`config.mk`:
```
export PLATFORM = sky130hd
export DESIGN_NAME = dummy_insert_top
export DESIGN_NICKNAME = d
export VERILOG_FILES = /design/src/source/dummy_cfg_pkg.sv /design/src/source/rv_instr_pkg.sv /design/src/source/dummy_insert_top.sv /design/src/source/dummy_ctrl_fsm.sv /design/src/source/dummy_instr_gen.sv /design/src/source/dummy_interval_counter.sv /design/src/source/dummy_lfsr_bank.sv
export VERILOG_INCLUDE_DIRS = /design/src /design/src/source
export SDC_FILE = /design/constraint.sdc
export NUM_CORES = 1
export LEC_CHECK = 0
export BUFFER_PORTS_ARGS = -buffer_cell sky130_fd_sc_hd__buf_4
export CAP_MARGIN = 20
export CORE_MARGIN = 2
export CORE_UTILIZATION = 49
export CTS_CLUSTER_DIAMETER = 200
export CTS_CLUSTER_SIZE = 12
export DETAILED_ROUTE_END_ITERATION = 6
export PLACE_DENSITY = 0.77
export RECOVER_POWER = 100
export SKIP_CTS_REPAIR_TIMING = 1
export SYNTH_ARGS = -nofsm -noshare
export SYNTH_HDL_FRONTEND = slang
export SYNTH_HIERARCHICAL = 1
export SYNTH_SLANG_ARGS = --single-unit
```
`constraint.sdc`:
```
create_clock -name clk_i -period 2.5 [get_ports clk_i]
set_clock_uncertainty 0.15 [all_clocks]
set_input_delay 0.75 -clock clk_i [delete_from_list [all_inputs] [get_ports clk_i]]
set_output_delay 0.75 -clock clk_i [all_outputs]
set_load 0.05 [all_outputs]
```
`src/source/dummy_settings.svh`:
```
`ifndef DUMMY_SETTINGS_SVH
`define DUMMY_SETTINGS_SVH

// Width of each of the three LFSRs and of the operands they feed
`define DUMMY_LFSR_W 32

// Galois feedback mask for x^32 + x^22 + x^2 + x + 1
// The polynomial is maximal length, so a nonzero state never reaches zero
`define DUMMY_LFSR_TAPS 32'h8020_0003

// Default seeds, loaded at reset and on lockup recovery
// All of them must be nonzero
`define DUMMY_SEED0 32'h3a5c_e1d7
`define DUMMY_SEED1 32'h91b4_0f6e
`define DUMMY_SEED2 32'h5d27_c8a3

// Width of the interval counter and its threshold
// Six bits cover the largest class, where up to 63 normal words pass
`define DUMMY_CNT_W 6

`endif
```
`src/source/dummy_cfg_pkg.sv`:
```
package dummy_cfg_pkg;

  // Size class picked by the four-bit frequency setting
  // A class of N allows at most N-1 normal words between two dummies
  typedef enum logic [2:0] {
    FREQ_4  = 3'd0,
    FREQ_8  = 3'd1,
    FREQ_16 = 3'd2,
    FREQ_32 = 3'd3,
    FREQ_64 = 3'd4
  } freq_class_e;

  // Issue port controller states
  // ST_OFF and ST_RUN pass fetched words, ST_DUMMY owns the issue port
  typedef enum logic [1:0] {
    ST_OFF   = 2'd0,
    ST_RUN   = 2'd1,
    ST_DUMMY = 2'd2
  } ctrl_state_e;

  // Target of a seed write
  typedef enum logic [1:0] {
    LFSR0 = 2'd0,
    LFSR1 = 2'd1,
    LFSR2 = 2'd2
  } lfsr_sel_e;

endpackage

```
`src/source/rv_instr_pkg.sv`:
```
package rv_instr_pkg;

  // Major opcodes used by the dummy instructions
  localparam logic [6:0] OPCODE_OP     = 7'b0110011;
  localparam logic [6:0] OPCODE_BRANCH = 7'b1100011;

  // MUL shares its funct3 with ADD and is told apart by funct7
  localparam logic [2:0] FUNCT3_ADD  = 3'b000;
  localparam logic [2:0] FUNCT3_AND  = 3'b111;
  localparam logic [2:0] FUNCT3_BLTU = 3'b110;

  // AND uses the same funct7 as ADD
  localparam logic [6:0] FUNCT7_ADD = 7'b0000000;
  localparam logic [6:0] FUNCT7_MUL = 7'b0000001;

  localparam logic [4:0] REG_X0 = 5'd0;

  typedef struct packed {
    logic [6:0] funct7;
    logic [4:0] rs2;
    logic [4:0] rs1;
    logic [2:0] funct3;
    logic [4:0] rd;
    logic [6:0] opcode;
  } r_type_t;

  // Branch immediate is split across the word as in the ISA manual
  typedef struct packed {
    logic       imm_12;
    logic [5:0] imm_10_5;
    logic [4:0] rs2;
    logic [4:0] rs1;
    logic [2:0] funct3;
    logic [3:0] imm_4_1;
    logic       imm_11;
    logic [6:0] opcode;
  } b_type_t;

  // One instruction word, read as R-type for ALU dummies and as B-type for BLTU
  typedef union packed {
    r_type_t r;
    b_type_t b;
  } instr_u;

endpackage

```
`src/source/dummy_insert_top.sv`:
```
`timescale 1ns/10ps

`include "dummy_settings.svh"

module dummy_insert_top (
  input  logic                     clk_i,
  input  logic                     rst_ni,
  input  logic                     fetch_valid,
  input  logic [31:0]              fetch_instr,
  output logic                     fetch_ready,
  input  logic                     id_ready,
  input  logic                     dummy_en,
  input  logic [3:0]               dummy_freq,
  input  logic                     seed_we,
  input  dummy_cfg_pkg::lfsr_sel_e seed_sel,
  input  logic [`DUMMY_LFSR_W-1:0] seed_wdata,
  output logic                     issue_valid,
  output logic [31:0]              issue_instr,
  output logic                     issue_dummy,
  output logic [`DUMMY_LFSR_W-1:0] issue_op_a,
  output logic [`DUMMY_LFSR_W-1:0] issue_op_b
);

  logic [`DUMMY_LFSR_W-1:0] lfsr0;
  logic [`DUMMY_LFSR_W-1:0] lfsr1;
  logic [`DUMMY_LFSR_W-1:0] lfsr2;
  logic                     dummy_due;
  logic                     normal_accept;
  logic                     dummy_accept;
  rv_instr_pkg::instr_u     dummy_instr;
  logic [`DUMMY_LFSR_W-1:0] dummy_op_a;
  logic [`DUMMY_LFSR_W-1:0] dummy_op_b;

  // The LFSRs advance once per dummy that decode accepts
  dummy_lfsr_bank dummy_lfsr_bank_inst (
    .clk_i      (clk_i),
    .rst_ni     (rst_ni),
    .step       (dummy_accept),
    .seed_we    (seed_we),
    .seed_sel   (seed_sel),
    .seed_wdata (seed_wdata),
    .lfsr0      (lfsr0),
    .lfsr1      (lfsr1),
    .lfsr2      (lfsr2)
  );

  dummy_interval_counter dummy_interval_counter_inst (
    .clk_i         (clk_i),
    .rst_ni        (rst_ni),
    .dummy_en      (dummy_en),
    .dummy_freq    (dummy_freq),
    .lfsr0         (lfsr0),
    .normal_accept (normal_accept),
    .dummy_accept  (dummy_accept),
    .dummy_due     (dummy_due)
  );

  dummy_instr_gen dummy_instr_gen_inst (
    .lfsr0       (lfsr0),
    .lfsr1       (lfsr1),
    .lfsr2       (lfsr2),
    .dummy_instr (dummy_instr),
    .dummy_op_a  (dummy_op_a),
    .dummy_op_b  (dummy_op_b)
  );

  dummy_ctrl_fsm dummy_ctrl_fsm_inst (
    .clk_i         (clk_i),
    .rst_ni        (rst_ni),
    .dummy_en      (dummy_en),
    .dummy_due     (dummy_due),
    .fetch_valid   (fetch_valid),
    .fetch_instr   (fetch_instr),
    .id_ready      (id_ready),
    .dummy_instr   (dummy_instr),
    .dummy_op_a    (dummy_op_a),
    .dummy_op_b    (dummy_op_b),
    .fetch_ready   (fetch_ready),
    .issue_valid   (issue_valid),
    .issue_instr   (issue_instr),
    .issue_dummy   (issue_dummy),
    .issue_op_a    (issue_op_a),
    .issue_op_b    (issue_op_b),
    .normal_accept (normal_accept),
    .dummy_accept  (dummy_accept)
  );

endmodule

```
`src/source/dummy_ctrl_fsm.sv`:
```
`timescale 1ns/10ps

`include "dummy_settings.svh"

module dummy_ctrl_fsm (
  input  logic                     clk_i,
  input  logic                     rst_ni,
  input  logic                     dummy_en,
  input  logic                     dummy_due,
  input  logic                     fetch_valid,
  input  logic [31:0]              fetch_instr,
  input  logic                     id_ready,
  input  rv_instr_pkg::instr_u     dummy_instr,
  input  logic [`DUMMY_LFSR_W-1:0] dummy_op_a,
  input  logic [`DUMMY_LFSR_W-1:0] dummy_op_b,
  output logic                     fetch_ready,
  output logic                     issue_valid,
  output logic [31:0]              issue_instr,
  output logic                     issue_dummy,
  output logic [`DUMMY_LFSR_W-1:0] issue_op_a,
  output logic [`DUMMY_LFSR_W-1:0] issue_op_b,
  output logic                     normal_accept,
  output logic                     dummy_accept
);

  dummy_cfg_pkg::ctrl_state_e state_q;
  dummy_cfg_pkg::ctrl_state_e state_d;
  logic                       pass_hold;

  // Once a dummy is due in ST_RUN, no further fetched word may slip past it
  assign pass_hold = (state_q == dummy_cfg_pkg::ST_RUN) && dummy_en && dummy_due;

  always_comb begin
    fetch_ready = 1'b0;
    issue_valid = 1'b0;
    issue_instr = fetch_instr;
    issue_dummy = 1'b0;
    issue_op_a  = '0;
    issue_op_b  = '0;
    if (state_q == dummy_cfg_pkg::ST_DUMMY) begin
      issue_valid = 1'b1;
      issue_instr = dummy_instr;
      issue_dummy = 1'b1;
      issue_op_a  = dummy_op_a;
      issue_op_b  = dummy_op_b;
    end else begin
      // Combinational pass-through, decode sees the fetched word in the same cycle
      fetch_ready = id_ready && !pass_hold;
      issue_valid = fetch_valid && !pass_hold;
    end
  end

  assign normal_accept = issue_valid && id_ready && !issue_dummy;
  assign dummy_accept  = issue_valid && id_ready && issue_dummy;

  always_comb begin
    state_d = state_q;
    case (state_q)
      dummy_cfg_pkg::ST_OFF: begin
        if (dummy_en) begin
          state_d = dummy_cfg_pkg::ST_RUN;
        end
      end
      dummy_cfg_pkg::ST_RUN: begin
        if (!dummy_en) begin
          state_d = dummy_cfg_pkg::ST_OFF;
        end else if (dummy_due && !normal_accept) begin
          state_d = dummy_cfg_pkg::ST_DUMMY;
        end
      end
      dummy_cfg_pkg::ST_DUMMY: begin
        // The dummy stays on the port until decode takes it
        if (dummy_accept) begin
          state_d = dummy_en ? dummy_cfg_pkg::ST_RUN : dummy_cfg_pkg::ST_OFF;
        end
      end
      default: state_d = dummy_cfg_pkg::ST_OFF;
    endcase
  end

  always_ff @(posedge clk_i) begin
    if (!rst_ni) begin
      state_q <= dummy_cfg_pkg::ST_OFF;
    end else begin
      state_q <= state_d;
    end
  end

endmodule

```
`src/source/dummy_instr_gen.sv`:
```
`timescale 1ns/10ps

`include "dummy_settings.svh"

module dummy_instr_gen (
  input  logic [`DUMMY_LFSR_W-1:0] lfsr0,
  input  logic [`DUMMY_LFSR_W-1:0] lfsr1,
  input  logic [`DUMMY_LFSR_W-1:0] lfsr2,
  output rv_instr_pkg::instr_u     dummy_instr,
  output logic [`DUMMY_LFSR_W-1:0] dummy_op_a,
  output logic [`DUMMY_LFSR_W-1:0] dummy_op_b
);

  logic [1:0] kind;
  logic [4:0] rs1;
  logic [4:0] rs2;

  assign kind = lfsr0[`DUMMY_LFSR_W-1 -: 2];
  assign rs1  = lfsr1[4:0];
  assign rs2  = lfsr2[4:0];

  always_comb begin
    dummy_instr          = '0;
    dummy_instr.r.rs1    = rs1;
    dummy_instr.r.rs2    = rs2;
    dummy_instr.r.rd     = rv_instr_pkg::REG_X0;
    dummy_instr.r.opcode = rv_instr_pkg::OPCODE_OP;
    case (kind)
      2'd0: begin
        dummy_instr.r.funct3 = rv_instr_pkg::FUNCT3_ADD;
        dummy_instr.r.funct7 = rv_instr_pkg::FUNCT7_ADD;
      end
      2'd1: begin
        dummy_instr.r.funct3 = rv_instr_pkg::FUNCT3_AND;
        dummy_instr.r.funct7 = rv_instr_pkg::FUNCT7_ADD;
      end
      2'd2: begin
        dummy_instr.r.funct3 = rv_instr_pkg::FUNCT3_ADD;
        dummy_instr.r.funct7 = rv_instr_pkg::FUNCT7_MUL;
      end
      default: begin
        // Zero offset, so the branch lands on the next real instruction either way
        dummy_instr.b          = '0;
        dummy_instr.b.rs1      = rs1;
        dummy_instr.b.rs2      = rs2;
        dummy_instr.b.funct3   = rv_instr_pkg::FUNCT3_BLTU;
        dummy_instr.b.opcode   = rv_instr_pkg::OPCODE_BRANCH;
      end
    endcase
  end

  // x0 always reads zero, so the operand must follow the register file
  assign dummy_op_a = (rs1 == rv_instr_pkg::REG_X0) ? '0 : lfsr1;
  assign dummy_op_b = (rs2 == rv_instr_pkg::REG_X0) ? '0 : lfsr2;

endmodule

```
`src/source/dummy_interval_counter.sv`:
```
`timescale 1ns/10ps

`include "dummy_settings.svh"

module dummy_interval_counter (
  input  logic                     clk_i,
  input  logic                     rst_ni,
  input  logic                     dummy_en,
  input  logic [3:0]               dummy_freq,
  input  logic [`DUMMY_LFSR_W-1:0] lfsr0,
  input  logic                     normal_accept,
  input  logic                     dummy_accept,
  output logic                     dummy_due
);

  localparam int CNT_W = `DUMMY_CNT_W;

  dummy_cfg_pkg::freq_class_e freq_class;
  logic [CNT_W-1:0]           class_mask;
  logic [CNT_W-1:0]           threshold_d;
  logic [CNT_W-1:0]           threshold_q;
  logic [CNT_W-1:0]           cnt_q;

  // The highest set bit of the setting selects the class
  always_comb begin
    if (dummy_freq[3]) begin
      freq_class = dummy_cfg_pkg::FREQ_64;
    end else if (dummy_freq[2]) begin
      freq_class = dummy_cfg_pkg::FREQ_32;
    end else if (dummy_freq[1]) begin
      freq_class = dummy_cfg_pkg::FREQ_16;
    end else if (dummy_freq[0]) begin
      freq_class = dummy_cfg_pkg::FREQ_8;
    end else begin
      freq_class = dummy_cfg_pkg::FREQ_4;
    end
  end

  always_comb begin
    case (freq_class)
      dummy_cfg_pkg::FREQ_8:  class_mask = CNT_W'(7);
      dummy_cfg_pkg::FREQ_16: class_mask = CNT_W'(15);
      dummy_cfg_pkg::FREQ_32: class_mask = CNT_W'(31);
      dummy_cfg_pkg::FREQ_64: class_mask = CNT_W'(63);
      default:                class_mask = CNT_W'(3);
    endcase
  end

  // Sampled before the LFSRs step, since both change on the same edge
  assign threshold_d = lfsr0[CNT_W-1:0] & class_mask;

  always_ff @(posedge clk_i) begin
    if (!rst_ni || !dummy_en || dummy_accept) begin
      cnt_q       <= '0;
      threshold_q <= threshold_d;
    end else if (normal_accept && !dummy_due) begin
      // Saturates at the threshold, so a word taken on the enable edge cannot skip it
      cnt_q <= cnt_q + CNT_W'(1);
    end
  end

  assign dummy_due = (cnt_q == threshold_q);

endmodule

```
`src/source/dummy_lfsr_bank.sv`:
```
`timescale 1ns/10ps

`include "dummy_settings.svh"

module dummy_lfsr_bank (
  input  logic                          clk_i,
  input  logic                          rst_ni,
  input  logic                          step,
  input  logic                          seed_we,
  input  dummy_cfg_pkg::lfsr_sel_e      seed_sel,
  input  logic [`DUMMY_LFSR_W-1:0]      seed_wdata,
  output logic [`DUMMY_LFSR_W-1:0]      lfsr0,
  output logic [`DUMMY_LFSR_W-1:0]      lfsr1,
  output logic [`DUMMY_LFSR_W-1:0]      lfsr2
);

  localparam int W = `DUMMY_LFSR_W;
  localparam logic [W-1:0] TAPS = `DUMMY_LFSR_TAPS;

  localparam logic [W-1:0] DEFAULT_SEED [3] = '{
    `DUMMY_SEED0,
    `DUMMY_SEED1,
    `DUMMY_SEED2
  };

  logic [W-1:0] lfsr_q    [3];
  logic [W-1:0] lfsr_step [3];
  logic         sel_hit   [3];

  for (genvar i = 0; i < 3; i++) begin : g_lfsr

    // Right-shifting Galois form: the bit shifted out folds the taps back in
    assign lfsr_step[i] = {1'b0, lfsr_q[i][W-1:1]} ^ (lfsr_q[i][0] ? TAPS : '0);

    assign sel_hit[i] = seed_we && (seed_sel == dummy_cfg_pkg::lfsr_sel_e'(i));

    always_ff @(posedge clk_i) begin
      if (!rst_ni) begin
        lfsr_q[i] <= DEFAULT_SEED[i];
      end else if (sel_hit[i]) begin
        // A zero seed would lock the register, so the default goes in instead
        if (seed_wdata == '0) begin
          lfsr_q[i] <= DEFAULT_SEED[i];
        end else begin
          lfsr_q[i] <= seed_wdata;
        end
      end else if (step) begin
        if (lfsr_step[i] == '0) begin
          lfsr_q[i] <= DEFAULT_SEED[i];
        end else begin
          lfsr_q[i] <= lfsr_step[i];
        end
      end
    end

  end

  // LFSR0 picks the opcode and the spacing, LFSR1 and LFSR2 feed the operands
  assign lfsr0 = lfsr_q[0];
  assign lfsr1 = lfsr_q[1];
  assign lfsr2 = lfsr_q[2];

endmodule

```
==> flow_summary.ini <==
[detailed_routing]
vias = 6178
drtIter0Drc = 670
wl_per_cell_um = 23.4
routed_wl_um = 23500
first_pass_iters = 4
drc = 0
antenna_left = 0
viasPerCell = 6.16

[critical_path]
reg2regPathDepth = 6
crit_path_max_fanout = 7
startpoint = dummy_lfsr_bank_inst/lfsr_q[2][3]
path_class = register to output port
endpoint_kind = output port
r2r_setup_slack_ns = -0.09
reg2reg_from = dummy_lfsr_bank_inst/lfsr_q[2][3]
start_kind = register
crit_required_ns = 1.60
cp.arrival_ns = 1.97
rr_endpoint = dummy_lfsr_bank_inst/lfsr_q[2][17]
critPathCapture = issue_op_b[20]

[worst_hold_path]
worstHoldPathType = register to register

[synth]
synthAdderAreaFrac_pct = 0.179
synthFlopType = edfxtp_1
synthXorXnorAreaFrac_pct = 2.01
synth_top_family_by_area = compound AO/OA/AOI/OAI gates
netlist_instances = 574
synth_edf_count = 102
synth-seq-cells = 110
ys.warnings.count = 6
synth_compound_area_share_pct = 21.5
syn_avg_cell_area_um2 = 12.2
synthSimpleGateAreaFrac_pct = 14.6
muxShareOfSynthArea_pct = 7.32
synth.distinct_cells = 55
synth.cell_area_um2 = 6970
ys_seq_area_share_pct = 46.2
async_flop_share_pct = 0

[grt]
grt_pass1_wl_um = 30000
grtUsageTotal_pct = 26.5
grt_max_degree = 59
grt_pass1_vias = 5393
grt_overflow = 0
grt_antenna_before_repair = 0

[cells_and_area]
drive_gt1_share_pct = 55.4
synthToLayoutAreaGrowth_pct = 47.0
diodes = 0
nNetsFinal = 896
fin_util_pct = 73.8
finalNonFillerCells = 1003
fin_area_um2 = 10200
final.fill_count = 843

[die]
core_um2 = 13900
die_area_um2 = 15200
die_h_um = 123
ioPinCount = 175
rows = 43
initial_utilization_pct = 50.2
die_width_um = 123

[clocking]
cts_made_buffers = 9
cts_max_level = 3
path_clk_slew_ns = 0.08
cts-root-buf = clkbuf_16
clockBufferDepth = 2
cts.sinks = 110
cts_tree = built
clock_latency_ns = 0.35

[timing]
rsz0062_at_grt = true
hold_violations = 0
slew_viol_final = 0
tightest_slew_ns = 0.722
fin_ws_ns = -0.368
max_freq_mhz = 349
layout_worst_path_cycle_share_pct = 115
maxSlewHeadroom_pct = 51.9
hold_slack_ns = 0.354
period_minus_slack_ns = 2.87
finalSetupViolCount = 102

[place]
hpwl_um = 15400
placed_cells = 949
io_buffers = 174
placed_area_um2 = 8730
gp_congestion = 0.957
pre_cts_slack_ns = -0.291

[power]
p_per_area_nw_per_um2 = 420
power_leakage_nw = 4.05
peakVddDrop_mv = 0.290

[run_status]
violations = setup timing
status = finished with violations

[job]
max_cap_viol_count = 0
==> worst min path at each step <==
stage	start	end	slack, ns	cells past startpoint
final	dummy_interval_counter_inst/cnt_q[0]	dummy_interval_counter_inst/cnt_q[0]	0.35	2
after global routing	dummy_lfsr_bank_inst/lfsr_q[0][1]	dummy_interval_counter_inst/threshold_q[1]	0.38	0
after CTS	dummy_lfsr_bank_inst/lfsr_q[0][1]	dummy_interval_counter_inst/threshold_q[1]	0.36	0
after detailed placement	dummy_lfsr_bank_inst/lfsr_q[0][1]	dummy_interval_counter_inst/threshold_q[1]	0.34	0
after global placement	dummy_interval_counter_inst/cnt_q[5]	dummy_interval_counter_inst/cnt_q[5]	0.32	2
after floorplan	dummy_lfsr_bank_inst/lfsr_q[0][0]	dummy_interval_counter_inst/threshold_q[0]	0.28	0
==> placed cells by master (no fill, tap or decap), types with 4 or more instances in the layout <==
master	synthesis	layout
a21boi_1	36	17
a21boi_2	4	37
a21oi_1	4	4
a22o_1	43	43
and2_1	67	33
and2_4	0	34
buf_12	3	13
buf_4	30	158
buf_6	12	84
buf_8	0	30
clkbuf_16	0	15
conb_1	2	16
dfxtp_1	8	5
edfxtp_1	102	102
inv_1	4	4
mux2_4	32	32
nand2_1	8	8
nand4_1	10	10
nor2_1	15	15
nor2b_1	5	5
nor3_1	5	4
nor4_1	29	29
o22a_1	27	27
o22a_2	23	23
xnor2_1	6	6
xor2_1	10	10
==> sequential cells by signal (all words and copies together), names as in the netlist <==
name	flops
dummy_interval_counter_inst/threshold_q	6
dummy_ctrl_fsm_inst/state_q	2
dummy_interval_counter_inst/cnt_q	6
dummy_lfsr_bank_inst/lfsr_q	96
==> cell type report <==
cell class | count | area (um2) | area share [%]
inverter | 4 | 15.0 | 0.146
timing repair buffer | 293 | 3000 | 29.3
clock buffer | 9 | 225 | 2.20
tap | 180 | 225 | 2.20
sequential | 110 | 3230 | 31.5
clock inverter | 6 | 72.6 | 0.708
multi-input combinational | 401 | 3480 | 34.0
==> cells in the mapped netlist (all sizes together) (4+ instances only) <==
| library cell | count | share of area, % |
|---|---|---|
| edfxtp | 102 | 44 |
| and2 | 69 | 6.2 |
| a21boi | 54 | 6.0 |
| buf | 50 | 6.4 |
| o22a | 50 | 6.7 |
| a22o | 44 | 5.5 |
| mux2 | 32 | 6.9 |
| nor4 | 32 | 3.4 |
| clkbuf | 21 | 1.2 |
| nor2 | 17 | 0.99 |
| nand4 | 10 | 0.90 |
| xor2 | 10 | 1.3 |
| dfxtp | 8 | 2.3 |
| nand2 | 8 | 0.43 |
| nor2b | 6 | 0.57 |
| xnor2 | 6 | 0.75 |
| nor3 | 5 | 0.36 |
| a21oi | 4 | 0.29 |
| inv | 4 | 0.22 |
| nand2b | 4 | 0.47 |
| o211a | 4 | 0.57 |
==> per-stage QoR <==
| stage | TNS [ns] | total power [W] |
|---|---|---|
| after global placement | -13.17 | 0.00279 |
| after CTS | -18.44 | 0.00423 |
| after detailed placement | -17.80 | 0.00280 |
| final | -19.41 | 0.00430 |
| after global routing | -25.87 | 0.00441 |
| after floorplan | -0.283 | 0.00250 |
==> critical path, stage by stage (launching register included) <==
cell	delay, ns
edfxtp_1	0.51
nor4_4	0.35
buf_6	0.19
clkbuf_16	0.16
a21boi_2	0.07
and2_1	0.17
buf_6	0.15
==> cell families after synthesis <==
family | after synthesis
compound gates | 171
fa+ha+maj | 1
mux | 35
other cells | 2
flops | 110
buf+inv | 77
xor+xnor | 16
simple gates | 162
==> power breakdown <==
part           switching (W)  internal [W]
sequential         0.0000652       0.00209
combinational       0.000371      0.000313
clock               0.000683      0.000782
==> routing by layer <==
metal	global-route usage, %	wire length, um	part of all wire (%)	vias to the layer above
met1	36.3	8690	37	3038
met3	4.29	2430	10	54
met2	42.3	11600	49	418
met4	10.2	757	3.2	0
li1	-	-	-	2668
met5	0	0	0	-
Power figures use the tool's default switching activity.
